**config.mk**
```make
export PLATFORM = sky130hd
export DESIGN_NAME = wd_fdc_top
export DESIGN_NICKNAME = d
export VERILOG_FILES = /design/src/hdl/wd_fdc_pkg.sv /design/src/hdl/wd_fdc_top.sv /design/src/hdl/wd_fdc_cmd_fsm.sv /design/src/hdl/wd_fdc_geometry.sv /design/src/hdl/wd_fdc_timer.sv /design/src/hdl/wd_fdc_host_if.sv
export SDC_FILE = /design/constraint.sdc
export NUM_CORES = 1
export LEC_CHECK = 0
export BUFFER_PORTS_ARGS = -buffer_cell sky130_fd_sc_hd__buf_2
export CAP_MARGIN = 20
export CORE_MARGIN = 2
export CORE_UTILIZATION = 60
export DETAILED_ROUTE_END_ITERATION = 8
export GPL_ROUTABILITY_DRIVEN = 0
export PLACE_DENSITY = 0.86
export SYNTH_ARGS = -nofsm -noshare
export SYNTH_HDL_FRONTEND = slang
export SYNTH_SLANG_ARGS = --single-unit
```
**constraint.sdc**
```tcl
create_clock -name clk_sys -period 7.13 [get_ports clk_sys]
set_input_delay 0.713 -clock clk_sys [delete_from_list [all_inputs] [get_ports clk_sys]]
set_output_delay 0.713 -clock clk_sys [all_outputs]
set_load 0.1 [all_outputs]
```
**src/hdl/wd_fdc_pkg.sv**
```systemverilog
// WD1793-style floppy disk controller, shared definitions
// register map, command codes, FSM states and the fixed disk geometries

package wd_fdc_pkg;

	typedef enum logic [1:0] {
		A_STATUS = 2'd0,  // status on read, command on write
		A_TRACK  = 2'd1,
		A_SECTOR = 2'd2,
		A_DATA   = 2'd3
	} reg_addr_t;

	// high nibble of the command byte
	typedef enum logic [3:0] {
		CMD_RESTORE    = 4'h0, CMD_SEEK       = 4'h1,
		CMD_STEP       = 4'h2, CMD_STEP_U     = 4'h3,
		CMD_STEP_IN    = 4'h4, CMD_STEP_IN_U  = 4'h5,
		CMD_STEP_OUT   = 4'h6, CMD_STEP_OUT_U = 4'h7,
		CMD_READ       = 4'h8, CMD_READ_M     = 4'h9,
		CMD_WRITE      = 4'hA, CMD_WRITE_M    = 4'hB,
		CMD_READ_ADDR  = 4'hC, CMD_FORCE_INT  = 4'hD,
		CMD_READ_TRK   = 4'hE, CMD_WRITE_TRK  = 4'hF
	} cmd_code_t;

	typedef enum logic [3:0] {
		ST_IDLE, ST_SEARCH, ST_READ_ARM, ST_READ_WAIT, ST_WRITE_ARM,
		ST_WRITE_WAIT, ST_ABORT, ST_SETTLE, ST_END_CMD
	} fdc_state_t;

	typedef enum logic [1:0] {TMR_SEEK, TMR_SETTLE, TMR_BYTE, TMR_WATCHDOG} timer_kind_t;

	typedef logic [19:0] img_addr_t;    // byte address into the disk image
	typedef logic [10:0] sector_len_t;  // up to 1024 bytes

	// ========================================================================
	// geometry tables, codes 6 and 7 fall back to code 0
	// ========================================================================
	function automatic logic [7:0] geo_spt(input logic [2:0] size_code);
		case (size_code)
			3'd1:    return 8'd16;
			3'd2:    return 8'd9;
			3'd3:    return 8'd5;
			3'd4:    return 8'd10;
			3'd5:    return 8'd18;
			default: return 8'd26;
		endcase
	endfunction

	// sector length is 128 << code
	function automatic logic [1:0] geo_len_code(input logic [2:0] size_code);
		case (size_code)
			3'd1, 3'd5: return 2'd1;
			3'd2, 3'd4: return 2'd2;
			3'd3:       return 2'd3;
			default:    return 2'd0;
		endcase
	endfunction

endpackage
```
**src/hdl/wd_fdc_top.sv**
```systemverilog
// WD1793-style floppy disk controller core
// host strobe bus in front, byte-addressed disk image memory behind

module wd_fdc_top
	import wd_fdc_pkg::*;
#(
	parameter int SEEK_CYCLES     = 1023,
	parameter int SETTLE_CYCLES   = 4000,
	parameter int BYTE_CYCLES     = 15,
	parameter int WATCHDOG_CYCLES = 4096
) (
	input  logic        clk_sys,
	input  logic        rst_n,
	input  logic        io_en,
	input  logic        rd,
	input  logic        wr,
	input  logic [1:0]  addr,
	input  logic [7:0]  din,
	output logic [7:0]  dout,
	output logic        drq,
	output logic        intrq,
	output logic        busy,
	input  logic        wp,
	input  logic        ready,
	input  logic        side,
	input  logic [2:0]  size_code,
	output logic [19:0] img_addr,
	output logic        img_rd,
	output logic        img_wr,
	output logic [7:0]  img_wdata,
	input  logic [7:0]  img_rdata
);

	logic        cmd_wr_evt, trk_wr_evt, sec_wr_evt, data_wr_evt;
	logic        data_rd_done, status_rd_done;
	logic [7:0]  track_reg, sector_reg, disk_track;
	logic [5:0]  status_flags;
	logic        type2_mode;
	logic        rd_active;
	logic        timer_load, timer_done;
	timer_kind_t timer_kind;
	sector_len_t byte_idx, sector_len;
	logic [7:0]  sectors_per_track;

	assign img_rd = rd_active & (addr == A_DATA);

	// wr_byte doubles as the image write data
	wd_fdc_host_if u_host_if (
		.clk_sys, .rst_n, .io_en, .rd, .wr, .addr(reg_addr_t'(addr)), .din,
		.track_reg, .sector_reg, .disk_track, .status_flags, .type2_mode,
		.drq, .busy, .ready, .wp, .rd_active, .img_rdata, .dout,
		.cmd_wr_evt, .trk_wr_evt, .sec_wr_evt, .data_wr_evt, .data_rd_done,
		.status_rd_done, .wr_byte(img_wdata)
	);

	wd_fdc_timer #(
		.SEEK_CYCLES(SEEK_CYCLES), .SETTLE_CYCLES(SETTLE_CYCLES),
		.BYTE_CYCLES(BYTE_CYCLES), .WATCHDOG_CYCLES(WATCHDOG_CYCLES)
	) u_timer (
		.clk_sys, .rst_n, .timer_load, .timer_kind, .timer_done
	);

	wd_fdc_geometry u_geometry (
		.clk_sys, .rst_n, .size_code, .disk_track, .side, .sector_reg, .byte_idx,
		.img_addr, .sector_len, .sectors_per_track
	);

	wd_fdc_cmd_fsm u_cmd_fsm (
		.clk_sys, .rst_n, .cmd_wr_evt, .trk_wr_evt, .sec_wr_evt, .data_wr_evt,
		.data_rd_done, .status_rd_done, .wr_byte(img_wdata), .ready, .wp,
		.timer_done, .sector_len, .sectors_per_track, .track_reg, .sector_reg,
		.disk_track, .status_flags, .type2_mode, .drq, .busy, .intrq, .rd_active,
		.wr_active(), .byte_idx, .timer_load, .timer_kind, .img_wr
	);

endmodule

```
**src/hdl/wd_fdc_cmd_fsm.sv**
```systemverilog
// FDC command sequencer
// decodes commands, moves the head, runs the per-byte drq/watchdog
// loop for sector reads and writes and keeps the status flags

module wd_fdc_cmd_fsm
	import wd_fdc_pkg::*;
(
	input  logic        clk_sys,
	input  logic        rst_n,
	input  logic        cmd_wr_evt,
	input  logic        trk_wr_evt,
	input  logic        sec_wr_evt,
	input  logic        data_wr_evt,
	input  logic        data_rd_done,
	input  logic        status_rd_done,
	input  logic [7:0]  wr_byte,
	input  logic        ready,
	input  logic        wp,
	input  logic        timer_done,
	input  sector_len_t sector_len,
	input  logic [7:0]  sectors_per_track,
	output logic [7:0]  track_reg,
	output logic [7:0]  sector_reg,
	output logic [7:0]  disk_track,  // real head position
	output logic [5:0]  status_flags,
	output logic        type2_mode,
	output logic        drq,
	output logic        busy,
	output logic        intrq,
	output logic        rd_active,
	output logic        wr_active,
	output sector_len_t byte_idx,
	output logic        timer_load,
	output timer_kind_t timer_kind,
	output logic        img_wr
);

	fdc_state_t state;
	cmd_code_t  cmd_code;
	logic       step_dir;  // 1 = out, towards track 0
	logic       multi;
	logic       verify;
	logic [7:0] seek_dst;  // copy of the data register for SEEK
	logic       wp_en, head_loaded, seek_err, rnf, wr_fault, lost_data;
	logic [7:0] next_track;
	logic       tmr_expired;
	logic       xfer_evt;
	logic       last_byte;

	assign cmd_code     = cmd_code_t'(wr_byte[7:4]);
	assign next_track   = (wr_byte[6] ? wr_byte[5] : step_dir) ? disk_track - 8'd1 :
	                                                             disk_track + 8'd1;
	assign tmr_expired  = timer_done & ~timer_load;  // ignore the count until it is loaded
	assign xfer_evt     = rd_active ? data_rd_done : data_wr_evt;
	assign last_byte    = (byte_idx == sector_len - 11'd1);
	assign status_flags = {wp_en, head_loaded, seek_err, rnf, wr_fault, lost_data};
	assign img_wr       = data_wr_evt & wr_active & drq;

	always_ff @(posedge clk_sys or negedge rst_n) begin
		if (!rst_n) begin
			state       <= ST_IDLE;
			track_reg   <= 8'd0;
			sector_reg  <= 8'd0;
			disk_track  <= 8'd0;
			seek_dst    <= 8'd0;
			step_dir    <= 1'b0;
			multi       <= 1'b0;
			verify      <= 1'b0;
			{wp_en, head_loaded, seek_err, rnf, wr_fault, lost_data} <= '0;
			type2_mode  <= 1'b0;
			drq         <= 1'b0;
			busy        <= 1'b0;
			intrq       <= 1'b0;
			rd_active   <= 1'b0;
			wr_active   <= 1'b0;
			byte_idx    <= '0;
			timer_load  <= 1'b0;
			timer_kind  <= TMR_SEEK;
		end else begin
			timer_load <= 1'b0;
			if (status_rd_done)
				intrq <= 1'b0;
			if (data_wr_evt)
				seek_dst <= wr_byte;
			if (trk_wr_evt && !busy)
				track_reg <= wr_byte;
			if (sec_wr_evt && !busy)
				sector_reg <= wr_byte;

			case (state)
				ST_IDLE: ;
				ST_SEARCH: begin
					if (!ready) begin
						rnf   <= 1'b1;
						state <= ST_END_CMD;
					end else if (tmr_expired) begin
						byte_idx <= '0;
						if (sector_reg == 8'd0 || sector_reg > sectors_per_track) begin
							rnf   <= 1'b1;  // record not found
							state <= ST_END_CMD;
						end else begin
							timer_load <= 1'b1;
							timer_kind <= TMR_BYTE;
							state      <= wr_active ? ST_WRITE_ARM : ST_READ_ARM;
						end
					end
				end
				// byte spacing, then offer the byte
				ST_READ_ARM, ST_WRITE_ARM: begin
					if (tmr_expired) begin
						drq        <= 1'b1;
						timer_load <= 1'b1;
						timer_kind <= TMR_WATCHDOG;
						state      <= (state == ST_READ_ARM) ? ST_READ_WAIT : ST_WRITE_WAIT;
					end
				end
				ST_READ_WAIT, ST_WRITE_WAIT: begin
					if (xfer_evt || tmr_expired) begin
						drq <= 1'b0;
						if (!xfer_evt)
							lost_data <= 1'b1;  // host too slow, byte skipped
						if (!last_byte) begin
							byte_idx   <= byte_idx + 11'd1;
							timer_load <= 1'b1;
							timer_kind <= TMR_BYTE;
							state <= (state == ST_READ_WAIT) ? ST_READ_ARM : ST_WRITE_ARM;
						end else if (multi) begin
							sector_reg <= sector_reg + 8'd1;  // runs off the track end
							timer_load <= 1'b1;
							timer_kind <= TMR_SEEK;
							state      <= ST_SEARCH;
						end else begin
							state <= ST_END_CMD;
						end
					end
				end
				ST_SETTLE: begin
					if (tmr_expired) begin
						// verify compares the track register with the head
						if (!type2_mode && verify && (!ready || track_reg != disk_track))
							seek_err <= 1'b1;
						state <= ST_END_CMD;
					end
				end
				ST_ABORT: begin
					{seek_err, rnf, wr_fault, lost_data} <= '0;
					state <= ST_END_CMD;
				end
				ST_END_CMD: begin
					busy      <= 1'b0;
					drq       <= 1'b0;
					rd_active <= 1'b0;
					wr_active <= 1'b0;
					intrq     <= 1'b1;
					state     <= ST_IDLE;
				end
				default: state <= ST_IDLE;
			endcase

			// ================================================================
			// command decode, only force interrupt gets through while busy
			// ================================================================
			if (cmd_wr_evt) begin
				intrq <= 1'b0;
				if (state == ST_IDLE || cmd_code == CMD_FORCE_INT) begin
					type2_mode <= wr_byte[7];
					wp_en      <= ~wr_byte[7];
					case (cmd_code)
						CMD_RESTORE, CMD_SEEK, CMD_STEP, CMD_STEP_U, CMD_STEP_IN,
						CMD_STEP_IN_U, CMD_STEP_OUT, CMD_STEP_OUT_U: begin
							busy        <= 1'b1;
							head_loaded <= wr_byte[3];
							verify      <= wr_byte[2];
							seek_err    <= 1'b0;
							timer_load  <= 1'b1;
							timer_kind  <= TMR_SETTLE;
							state       <= ST_SETTLE;
							if (cmd_code == CMD_RESTORE) begin
								track_reg  <= 8'd0;
								disk_track <= 8'd0;
							end else if (cmd_code == CMD_SEEK) begin
								track_reg  <= seek_dst;
								disk_track <= seek_dst;
							end else begin
								if (wr_byte[6])
									step_dir <= wr_byte[5];  // in/out sets direction
								disk_track <= next_track;
								if (wr_byte[4])
									track_reg <= next_track;
							end
						end
						CMD_READ, CMD_READ_M, CMD_WRITE, CMD_WRITE_M: begin
							busy       <= 1'b1;
							{seek_err, rnf, wr_fault, lost_data} <= '0;
							multi      <= wr_byte[4];
							wp_en      <= wr_byte[5];
							timer_load <= 1'b1;
							if (wr_byte[5] && wp) begin
								wr_fault   <= 1'b1;  // protected disk, no transfer
								timer_kind <= TMR_SETTLE;
								state      <= ST_SETTLE;
							end else begin
								rd_active  <= ~wr_byte[5];
								wr_active  <= wr_byte[5];
								timer_kind <= TMR_SEEK;
								state      <= ST_SEARCH;
							end
						end
						CMD_FORCE_INT: begin
							type2_mode <= 1'b0;
							if (state != ST_IDLE)
								state <= ST_ABORT;
							else
								{seek_err, rnf, wr_fault, lost_data} <= '0;
						end
						CMD_READ_ADDR, CMD_READ_TRK, CMD_WRITE_TRK: begin
							// busy for a while, no data moves
							busy       <= 1'b1;
							{seek_err, wr_fault, lost_data} <= '0;
							rnf        <= (cmd_code == CMD_READ_TRK);
							wp_en      <= (cmd_code == CMD_WRITE_TRK);
							timer_load <= 1'b1;
							timer_kind <= TMR_SETTLE;
							state      <= ST_SETTLE;
						end
					endcase
				end
			end
		end
	end

endmodule

```
**src/hdl/wd_fdc_geometry.sv**
```systemverilog
// FDC disk geometry
// looks up sector size and sectors per track for the size code and
// turns track, side, sector and byte index into an image byte address

module wd_fdc_geometry
	import wd_fdc_pkg::*;
(
	input  logic        clk_sys,
	input  logic        rst_n,
	input  logic [2:0]  size_code,
	input  logic [7:0]  disk_track,
	input  logic        side,
	input  logic [7:0]  sector_reg,
	input  sector_len_t byte_idx,
	output img_addr_t   img_addr,
	output sector_len_t sector_len,
	output logic [7:0]  sectors_per_track
);

	logic [1:0]  len_code;
	logic [7:0]  spt;
	logic [8:0]  trk_side;  // track * 2 + side
	logic [16:0] trk_base;  // first sector number of this track side
	logic [16:0] lba;
	logic [27:0] sec_base;

	// ========================================================================
	// address arithmetic
	// ========================================================================
	always_comb begin
		len_code = geo_len_code(size_code);
		spt      = geo_spt(size_code);
		trk_side = {disk_track, side};
		trk_base = trk_side * spt;
		lba      = trk_base + {9'd0, sector_reg} - 17'd1;  // sectors count from 1
		sec_base = ({11'd0, lba} << 7) << len_code;
	end

	// image is at most 1 MB, upper bits drop out
	always_ff @(posedge clk_sys or negedge rst_n) begin
		if (!rst_n) begin
			img_addr          <= '0;
			sector_len        <= 11'd128;
			sectors_per_track <= 8'd26;
		end else begin
			img_addr          <= sec_base[19:0] + {9'd0, byte_idx};
			sector_len        <= 11'd128 << len_code;
			sectors_per_track <= spt;
		end
	end

endmodule

```
**src/hdl/wd_fdc_timer.sv**
```systemverilog
// FDC delay timer
// one 16-bit down counter shared by the seek, settle, byte spacing
// and watchdog delays, since only one of them runs at a time

module wd_fdc_timer
	import wd_fdc_pkg::*;
#(
	parameter int SEEK_CYCLES     = 1023,
	parameter int SETTLE_CYCLES   = 4000,
	parameter int BYTE_CYCLES     = 15,
	parameter int WATCHDOG_CYCLES = 4096
) (
	input  logic        clk_sys,
	input  logic        rst_n,
	input  logic        timer_load,
	input  timer_kind_t timer_kind,
	output logic        timer_done
);

	logic [15:0] count;
	logic [15:0] load_val;

	always_comb begin
		case (timer_kind)
			TMR_SEEK:     load_val = 16'(SEEK_CYCLES);
			TMR_SETTLE:   load_val = 16'(SETTLE_CYCLES);
			TMR_BYTE:     load_val = 16'(BYTE_CYCLES);
			default:      load_val = 16'(WATCHDOG_CYCLES);
		endcase
	end

	always_ff @(posedge clk_sys or negedge rst_n) begin
		if (!rst_n) begin
			count <= 16'd0;
		end else if (timer_load) begin
			count <= load_val;
		end else if (count != 16'd0) begin
			count <= count - 16'd1;  // stops at zero
		end
	end

	// also high while idle
	assign timer_done = (count == 16'd0);

endmodule

```
**src/hdl/wd_fdc_host_if.sv**
```systemverilog
// Host bus interface of the FDC
// turns io strobes into one-cycle events, keeps the data register
// and builds the status byte for the read-back mux

module wd_fdc_host_if
	import wd_fdc_pkg::*;
(
	input  logic       clk_sys,
	input  logic       rst_n,
	input  logic       io_en,
	input  logic       rd,
	input  logic       wr,
	input  reg_addr_t  addr,
	input  logic [7:0] din,
	input  logic [7:0] track_reg,
	input  logic [7:0] sector_reg,
	input  logic [7:0] disk_track,
	input  logic [5:0] status_flags,  // wpe, hld, seek err, rnf, wr fault, lost
	input  logic       type2_mode,
	input  logic       drq,
	input  logic       busy,
	input  logic       ready,
	input  logic       wp,
	input  logic       rd_active,
	input  logic [7:0] img_rdata,
	output logic [7:0] dout,
	output logic       cmd_wr_evt,
	output logic       trk_wr_evt,
	output logic       sec_wr_evt,
	output logic       data_wr_evt,
	output logic       data_rd_done,
	output logic       status_rd_done,
	output logic [7:0] wr_byte
);

	logic       rd_q, wr_q;
	logic       rde, wre;
	logic       rd_rise, rd_fall, wr_rise;
	reg_addr_t  cur_addr;  // address of the access in progress
	logic [7:0] data_reg;
	logic [7:0] status;

	assign rde     = io_en & rd;
	assign wre     = io_en & wr;
	assign rd_rise = rde & ~rd_q;
	assign rd_fall = rd_q & ~rde;
	assign wr_rise = wre & ~wr_q;

	always_ff @(posedge clk_sys or negedge rst_n) begin
		if (!rst_n) begin
			rd_q           <= 1'b0;
			wr_q           <= 1'b0;
			cur_addr       <= A_STATUS;
			data_reg       <= 8'd0;
			cmd_wr_evt     <= 1'b0;
			trk_wr_evt     <= 1'b0;
			sec_wr_evt     <= 1'b0;
			data_wr_evt    <= 1'b0;
			data_rd_done   <= 1'b0;
			status_rd_done <= 1'b0;
		end else begin
			rd_q <= rde;
			wr_q <= wre;
			if (rd_rise || wr_rise)
				cur_addr <= addr;
			if (wr_rise && addr == A_DATA)
				data_reg <= din;
			cmd_wr_evt     <= wr_rise && addr == A_STATUS;
			trk_wr_evt     <= wr_rise && addr == A_TRACK;
			sec_wr_evt     <= wr_rise && addr == A_SECTOR;
			data_wr_evt    <= wr_rise && addr == A_DATA;
			data_rd_done   <= rd_fall && cur_addr == A_DATA;    // byte taken by host
			status_rd_done <= rd_fall && cur_addr == A_STATUS;  // clears intrq
		end
	end

	// byte of the last write, valid while its event pulses
	always_ff @(posedge clk_sys) begin
		if (wr_rise)
			wr_byte <= din;
	end

	// crc error and index are always 0
	assign status = type2_mode ?
		{~ready, wp & status_flags[5], status_flags[1], status_flags[2] | ~ready,
		 1'b0, status_flags[0], drq, busy} :
		{~ready, wp & status_flags[5], status_flags[4], status_flags[3] | ~ready,
		 1'b0, disk_track == 8'd0, 1'b0, busy};

	always_comb begin
		case (addr)
			A_STATUS: dout = status;
			A_TRACK:  dout = track_reg;
			A_SECTOR: dout = sector_reg;
			default:  dout = rd_active ? img_rdata : data_reg;  // image during reads
		endcase
	end

endmodule

```
# Word-level counts from Yosys, hierarchy flattened
# Index checks and enable logic that the tools add are counted.
[op_classes] eq_ne=41 magnitude_cmp=1 shift=2 add_sub_neg=9 n_mux=120 bitwise_logic=21 n_mul=1 n_reduce_logical=49
[ops] operator="$mux W8" count=16
[ops] operator="$mux W1" count=54
[ops] operator="$mux W11" count=4
[ops] operator="$mux W4" count=11
[ops] operator="$pmux W13 S3" count=1
[ops] operator="$eq A4 B4 Y1 const B" count=9
[ops] operator="$eq A4 B3 Y1 const B" count=8
[ops] operator="$mux W16" count=2
[ops] operator="$pmux W5 S5" count=1
[ops] operator="$pmux W4 S6" count=1
[ops] operator="$pmux W8 S3" count=1
[ops] operator="$shl A24 B2 Y20" count=1
[ops] operator="$pmux W11 S2" count=1
[ops] operator="$add A20 B11 Y20" count=1
[ops] operator="$mux W2" count=9
[ops] operator="$add A17 B8 Y17" count=1
[ops] operator="$sub A17 B1 Y17 const B" count=1
[ops] operator="$add A8 B1 Y8 const B" count=2
[ops] operator="$eq A4 B2 Y1 const B" count=4
[ops] operator="$logic_not A16 Y1" count=1
[ops] operator="$logic_not A8 Y1" count=2
[ops] operator="$reduce_bool A16 Y1" count=1
[ops] operator="$sub A16 B1 Y16 const B" count=1
[ops] operator="$reduce_or A15 Y1" count=1
[ops] operator="43 further kinds" count=110
[totals] reg_bits=143 output_inout_bits=41 word_cells=282 in_bits=29

# Depth between registers and ports, before layout
# Gate-level depths: netlist (run 1).
[depth] depth_word=10 depth_mapped=28 depth_no_buf=28

# Hierarchy
# A second synthesis (run 1) with hierarchy kept.
[hier_totals] cells_unflattened=1109 hier_area_um2=10376.2
[modules_own_cells] module="wd_fdc_cmd_fsm" cells_per_inst=525 area_per_inst_um2=4586.9 seq_area_each_um2=1626.6 instances=1
[modules_own_cells] module="wd_fdc_geometry" cells_per_inst=401 area_per_inst_um2=3569.7 seq_area_each_um2=730.7 instances=1
[modules_own_cells] module="wd_fdc_host_if" cells_per_inst=93 area_per_inst_um2=1307.5 seq_area_each_um2=690.7 instances=1
[modules_own_cells] module="wd_fdc_timer" cells_per_inst=89 area_per_inst_um2=905.9 seq_area_each_um2=400.4 instances=1
[modules_own_cells] module="wd_fdc_top" cells_per_inst=1 area_per_inst_um2=6.3 seq_area_each_um2=0.0 instances=1

# Worst setup path after synthesis (run 1)
# OpenSTA, ideal clock, no wires.
[synth_timing] path_kind="input to register" start="in size_code[1]" end="reg u_geometry.img_addr[19]" path_slack_ns=0.401 arrival_time_ns=6.599 setup_time_ns=0.129 n_path_buf=1 cell_stages=25 required_ns=7.001 cell_sequence="nand2b_1 -> o21a_1 -> clkbuf_1 -> nor3_1 -> and2_1 -> fa_1 -> fa_1 -> inv_1 -> fa_1 -> inv_1 -> ha_1 -> nor2b_1 -> nor2_1 -> xnor2_1 -> ha_1 -> inv_1 -> ha_1 -> or4b_1 -> o2111ai_2 -> a32oi_1 -> a22oi_2 -> o211ai_2 -> nor4_2 -> o2111ai_1 -> xnor2_1"
[synth_via] elab_chain_cells=7 elab_cells_between_ends=14 cone_classes="3 x add/sub; 1 x mul; 5 x eq/ne; 1 x shift; 2 x mux; 2 x reduce/logical"
[synth_lines] element="start, declared" line_no="wd_fdc_top.sv:26" text="input logic [2:0] size_code,"
[synth_lines] element="$eq A3 B3 Y1 (tied with other cells)" line_no="wd_fdc_pkg.sv:39" text="case (size_code)"
[synth_lines] element="$pmux W5 S5 *" line_no="wd_fdc_pkg.sv:39"
[synth_lines] element="net u_geometry.spt[2]" line_no="wd_fdc_geometry.sv:21" text="logic [7:0] spt;"
[synth_lines] element="$mul A9 B5 Y14 *" line_no="wd_fdc_geometry.sv:34" text="trk_base = trk_side * spt;"
[synth_lines] element="$add A17 B8 Y17 *" line_no="wd_fdc_geometry.sv:35" text="lba = trk_base + {9'd0, sector_reg} - 17'd1;"
[synth_lines] element="$sub A17 B1 Y17 *" line_no="wd_fdc_geometry.sv:35"
[synth_lines] element="$shl A24 B2 Y20 *" line_no="wd_fdc_geometry.sv:36" text="sec_base = ({11'd0, lba} << 7) << len_code;"
[synth_lines] element="$add A20 B11 Y20 *" line_no="wd_fdc_geometry.sv:46" text="img_addr <= sec_base[19:0] + {9'd0, byte_idx};"
[synth_lines] element="end signal, assigned" line_no="wd_fdc_geometry.sv:46"
[synth_lines] element="end, declared" line_no="wd_fdc_geometry.sv:15" text="output img_addr_t img_addr,"
# Mark *: on every way through the listed nets, which the timed path passes. The rest lies on a longest branch.
# A chain may end at the register's enable or synchronous reset.

# Worst setup path in the final report (run 1)
# Same ends and word-level chain as after synthesis.

==> impl_metrics.tcl, run 1 <==
set metrics [dict create \
    ioPinCount 70 \
    port_buffers 69 \
    regArea_sq_um 3450 \
    multi_input_area_sq_um 5660 \
    die_area_sq_um 17100 \
    drv_slew 0 \
    grt_max_degree 80 \
    endpoint_kind "flip-flop" \
    worstMarginPinSlew_ns 1.00 \
    timing.final.hold_violations 0 \
    critPathLaunch "size_code[1]" \
    mostFrequentLayoutCells "dfrtp_1 (124), nand2_1 (101), inv_1 (90)" \
    fill_cells 1237 \
    skew_ns 0.00922 \
    post-dp-hpwl_um 16000 \
    vias 7982 \
    seq_area_frac_synth_pct 35.8 \
    grt_pass1_vias 7698 \
    setup.worst_path.start_class "input pin" \
    groute.usage.overall_pct 27.5 \
    clkSinkCount 136 \
    max_slew_margin_pct 33.0 \
    hold_class "in -> async" \
    setup_viol 0 \
    grt-ovfl-total 0 \
    start_util_pct 61.0 \
    synth_area_per_cell_sq_um 9.17 \
    clock_latency_ns 0.43 \
    area_delta_synth_final_pct 11.8 \
    r2r_start "u_cmd_fsm.disk_track[0]" \
    cp.depth 27 \
    nets 1220 \
    path_buf_inv 6 \
    rsz0062_at_grt "false" \
    clk_pin_slew_ns 0.06 \
    grt_pass1_wl_um 36800 \
    antennaDiodeCount 0 \
    max-clock-path-buffers 2 \
    drc_errors 0 \
    ys_warn_count 0 \
    slowest_stage "or4b_1" \
    wl_per_cell_um 16.6 \
    clockRootBuffer "clkbuf_16" \
    required_ns 7.44 \
    max_freq_mhz 152 \
    antenna_found_initial 0 \
    status "complete, no violations" \
    tns_ns 0 \
    fin_crit_ns 6.58 \
    rows 46 \
    syn_area_sq_um 9620 \
    drive_gt1_share_pct 15.0 \
    cts_inserted_buffers 17 \
    core-area_sq_um 15800 \
    async_flop_share_pct 94.1 \
    drt_pass1_iterations 5 \
    reg.largest.list "u_geometry.img_addr: 20 flops, u_timer.count: 16 flops, u_cmd_fsm.byte_idx: 11 flops" \
    cp_top_family "adder cells" \
    synth_flop_cell "dfrtp_1" \
    critPathMaxStageDelay_ns 0.57 \
    cts_resized 0 \
    synth_edf_count 8 \
    synth.distinct_cells 85 \
    cap_violations 0 \
    fin_crit_sh_pct 92.3 \
    avgViaCountPerCell 5.98 \
    critPathArrivalTime_ns 6.89 \
    routed_wl_um 22200 \
    r2r_cells 21 \
    cts_tree "done" \
    syn_nets 1163 \
    rrSetupSlack_ns 1.10 \
    cts_max_level 4 \
    ys_ff_latch 136 \
    die_w_um 131 \
    crit_fanout 10 \
    regMostFlops "u_geometry.img_addr" \
    ant_nets 0 \
    drtIter0Drc 771 \
    crit_type "in -> reg" \
    layout_commonest_cell "dfrtp_1" \
    largest_reg_flops 20 \
    postCtsSetupBuffers 0 \
    syn_inst 1049 \
    die_h_um 131 \
    cts-hold-fix-buffers 0 \
]
==> cells in the mapped netlist, types with 17 or more instances <==
cell type,instances,area share [%]
dfrtp_1,124,32
nand2_1,101,3.9
inv_1,90,3.5
nor2_1,86,3.4
a21oi_1,64,3.3
ha_1,62,8.1
o21ai_0,50,2.6
clkbuf_1,37,1.4
xnor2_1,36,3.3
xor2_1,29,2.6
mux2_2,26,3.0
and2_1,24,1.6
fa_1,23,4.8
mux2i_1,23,2.4
nor2b_1,21,1.4
nand2b_1,19,1.2
nand3_1,17,0.88
nor3_1,17,0.88
==> worst reg2reg max path: stages, from the launching register on <==
cell and delay (ns):
dfrtp_1 0.55, and2_1 0.25, fa_1 0.51, fa_1 0.56
inv_1 0.06, fa_1 0.53, inv_1 0.04, ha_1 0.36
nor2b_1 0.16, nor2_1 0.11, xnor2_1 0.08, ha_1 0.27
inv_1 0.04, ha_1 0.37, or4b_1 0.57, o2111ai_2 0.12
a32oi_1 0.15, a22oi_2 0.22, o211ai_2 0.14, nor4_2 0.44
o2111ai_1 0.21, xnor2_1 0.16
==> cell families after synthesis <==
| kind of cell | Yosys count | synth area share [%] |
|---|---|---|
| xor gates and xnor gates | 67 | 6.39 |
| DFF | 136 | 35.8 |
| adders and majority gates | 85 | 12.8 |
| and+or+nand+nor | 348 | 18.2 |
| muxes | 52 | 6.14 |
| buffers and inverters | 132 | 5.29 |
| AOI/OAI and AO/OA | 229 | 15.3 |
==> cell type report <==
cell class	instances	share of cell area, %
clock buffer	18	4.08
clock inverter	14	1.38
inverter	91	3.22
multi-input combinational	781	52.7
sequential	136	32.1
tap	216	2.51
timing repair buffer	79	4.05
==> routing by layer <==
metal | up-vias | part of all wire, % | global-route usage, %
met4 | 0 | 2.6 | 10.3
met5 | - | 0 | 0
met1 | 3799 | 42 | 35.6
li1 | 3784 | - | -
met3 | 54 | 7.1 | 6.19
met2 | 345 | 48 | 45.4
==> worst paths after layout <==
check | end
setup / recovery | u_geometry.img_addr[19]
hold / removal | u_host_if.wr_q
min in group clk_sys | u_geometry.img_addr[4]
setup reg to reg | u_geometry.img_addr[19]
max in group asynchronous | u_cmd_fsm.wr_fault
hold reg to reg | u_geometry.img_addr[4]
==> metrics by stage <==
stage	setup slack (ns)	hold slack, ns	cells	instance area [sq um]	utilization [%]
2_1_floorplan	0.401	0.385	1049	9620	-
3_3_place_gp	0.360	0.401	1301	10100	64.3
3_5_place_dp	0.118	0.416	1301	10100	64.3
4_1_cts	0.563	0.429	1333	10700	68.0
5_1_grt	0.0758	0.266	1335	10800	68.2
6_report	0.549	0.240	1335	10800	68.2
Power of run 1 is left out: the tool's default activity adds up to more than one toggle a clock period on the data nets, which glitch-free logic cannot reach.
==> run 2: changes to the inputs <==
--- a/config.mk
+++ b/config.mk
@@ -7,11 +7,13 @@
 export LEC_CHECK = 0
 export BUFFER_PORTS_ARGS = -buffer_cell sky130_fd_sc_hd__buf_2
 export CAP_MARGIN = 20
+export CELL_PAD_IN_SITES_DETAIL_PLACEMENT = 0
+export CELL_PAD_IN_SITES_GLOBAL_PLACEMENT = 1
 export CORE_MARGIN = 2
-export CORE_UTILIZATION = 60
+export CORE_UTILIZATION = 48
 export DETAILED_ROUTE_END_ITERATION = 8
 export GPL_ROUTABILITY_DRIVEN = 0
-export PLACE_DENSITY = 0.86
+export PLACE_DENSITY = 0.89
 export SYNTH_ARGS = -nofsm -noshare
 export SYNTH_HDL_FRONTEND = slang
 export SYNTH_SLANG_ARGS = --single-unit
==> run 2 against run 1 <==
Net effect:
- wire length grew 1.7%
- via count shrank 3.7%
- setup slack gained 0.028 ns
- global-route usage shrank 5.7 points
- cell count grew 3.5%
- flip-flop and latch count is the same
- register-to-register slack gained 0.02 ns
- clock skew grew 0.0013 ns
- first-iteration DRC count shrank 26%
- non-clock buffer count shrank 2
- utilization shrank 13 points
- die area grew 24%
==> impl_metrics.tcl, run 2 (same netlist as run 1, synthesis figures left out) <==
set metrics [dict create \
    status "complete, no violations" \
    groute.usage.overall_pct 21.8 \
    final_cells 1382 \
    port_buffers 69 \
    cts_inserted_buffers 17 \
    multi_input_area_sq_um 5660 \
    avgViaCountPerCell 5.56 \
    antennaDiodeCount 0 \
    regMostFlops "u_geometry.img_addr" \
    grt-ovfl-total 0 \
    die_h_um 146 \
    cts_max_level 4 \
    r2r_end "u_geometry.img_addr[19]" \
    drv_slew 0 \
    drtIter0Drc 574 \
    drt_pass1_iterations 5 \
    core-area_sq_um 19600 \
    hold_class "in -> async" \
    grt_pass1_vias 7599 \
    max-clock-path-buffers 2 \
    nets 1218 \
    ant_nets 0 \
    r2r_cells 21 \
    cap_violations 0 \
    clockRootBuffer "clkbuf_16" \
    layout_commonest_cell "dfrtp_1" \
    reg.largest.list "u_geometry.img_addr: 20 flops, u_timer.count: 16 flops, u_cmd_fsm.byte_idx: 11 flops" \
    tns_ns 0 \
    clk_pin_slew_ns 0.07 \
    ioPinCount 70 \
    drc_errors 0 \
    r2r_start "u_cmd_fsm.disk_track[0]" \
    grt_pass1_wl_um 37800 \
    fin_crit_ns 6.55 \
    max_slew_margin_pct 34.7 \
    endpoint_kind "flip-flop" \
    fin_crit_sh_pct 91.9 \
    vias 7688 \
    die_w_um 146 \
    final_util_pct 55.2 \
    required_ns 7.43 \
    worstMarginPinSlew_ns 0.977 \
    cts_tree "done" \
    clkSinkCount 136 \
    antenna_found_initial 0 \
    routed_wl_um 22600 \
    timing.final.hold_violations 0 \
    grt_max_degree 67 \
    drive_gt1_share_pct 14.8 \
    skew_ns 0.0106 \
    setup_viol 0 \
    setup.worst_path.start_class "input pin" \
    postCtsSetupBuffers 0 \
    start_util_pct 49.1 \
    wl_per_cell_um 16.3 \
    post-dp-hpwl_um 16400 \
    largest_reg_flops 20 \
    rsz0062_at_grt "false" \
    rrSetupSlack_ns 1.12 \
    regArea_sq_um 3450 \
    cts-hold-fix-buffers 0 \
    max_freq_mhz 153 \
    clock_latency_ns 0.43 \
    crit_type "in -> reg" \
    mostFrequentLayoutCells "dfrtp_1 (124), nand2_1 (101), inv_1 (90)" \
    crit_fanout 10 \
    area_delta_synth_final_pct 12.3 \
    rows 51 \
    die_area_sq_um 21200 \
    critPathArrivalTime_ns 6.85 \
    cts_resized 0 \
    dp_cells 1350 \
    fill_cells 1772 \
]
-- run 2: worst max path at each step --
stage | start | end | slack [ns] | cells past startpoint
2_1_floorplan | size_code[1] | u_geometry.img_addr[19] | 0.40 | 25
3_3_place_gp | size_code[1] | u_geometry.img_addr[19] | 0.34 | 26
3_5_place_dp | size_code[1] | u_geometry.img_addr[19] | 0.21 | 27
4_1_cts | size_code[1] | u_geometry.img_addr[19] | 0.60 | 27
5_1_grt | size_code[1] | u_geometry.img_addr[19] | 0.15 | 28
6_report | size_code[1] | u_geometry.img_addr[19] | 0.58 | 27
-- run 2: final cells by class --
cell class,instances,area share [%]
tap,265,3.07
clock inverter,14,1.61
inverter,91,3.21
timing repair buffer,77,3.81
multi-input combinational,781,52.4
sequential,136,31.9
clock buffer,18,3.97
-- run 2: worst max-delay path, cell delays in order --
cell       delay, ns
buf_2           0.14
inv_1           0.06
ha_1            0.31
inv_1           0.07
a32oi_1         0.21
buf_4           0.20
nand2_1         0.08
fa_1            0.52
fa_1            0.53
fa_1            0.54
inv_1           0.04
ha_1            0.35
a21oi_1         0.19
nor2b_1         0.07
nor2_1          0.11
xnor2_1         0.08
ha_1            0.27
inv_1           0.04
ha_1            0.37
or4b_1          0.57
o2111ai_2       0.13
a32oi_1         0.15
a22oi_2         0.24
o211ai_2        0.15
nor4_2          0.38
o2111ai_1       0.18
xnor2_1         0.15
-- run 2: through the flow --
stage	hold slack (ns)	area (sq um)	worst slack, ns
after CTS	0.400	10800	0.602
final	0.362	10800	0.577
after global placement	0.402	10200	0.336
after floorplan	0.385	9620	0.401
after global routing	0.427	10800	0.154
after detailed placement	0.424	10200	0.211
-- run 2: per-layer routing --
metal  global-route usage (%)  up-vias  wire length, um
met3                     3.61       29             1170
met4                     6.67        0              376
li1                         -     3771                -
met5                        0        -                0
met1                     29.6     3671            10300
met2                     36.0      217            10700
Power of run 2 is left out for the same reason.
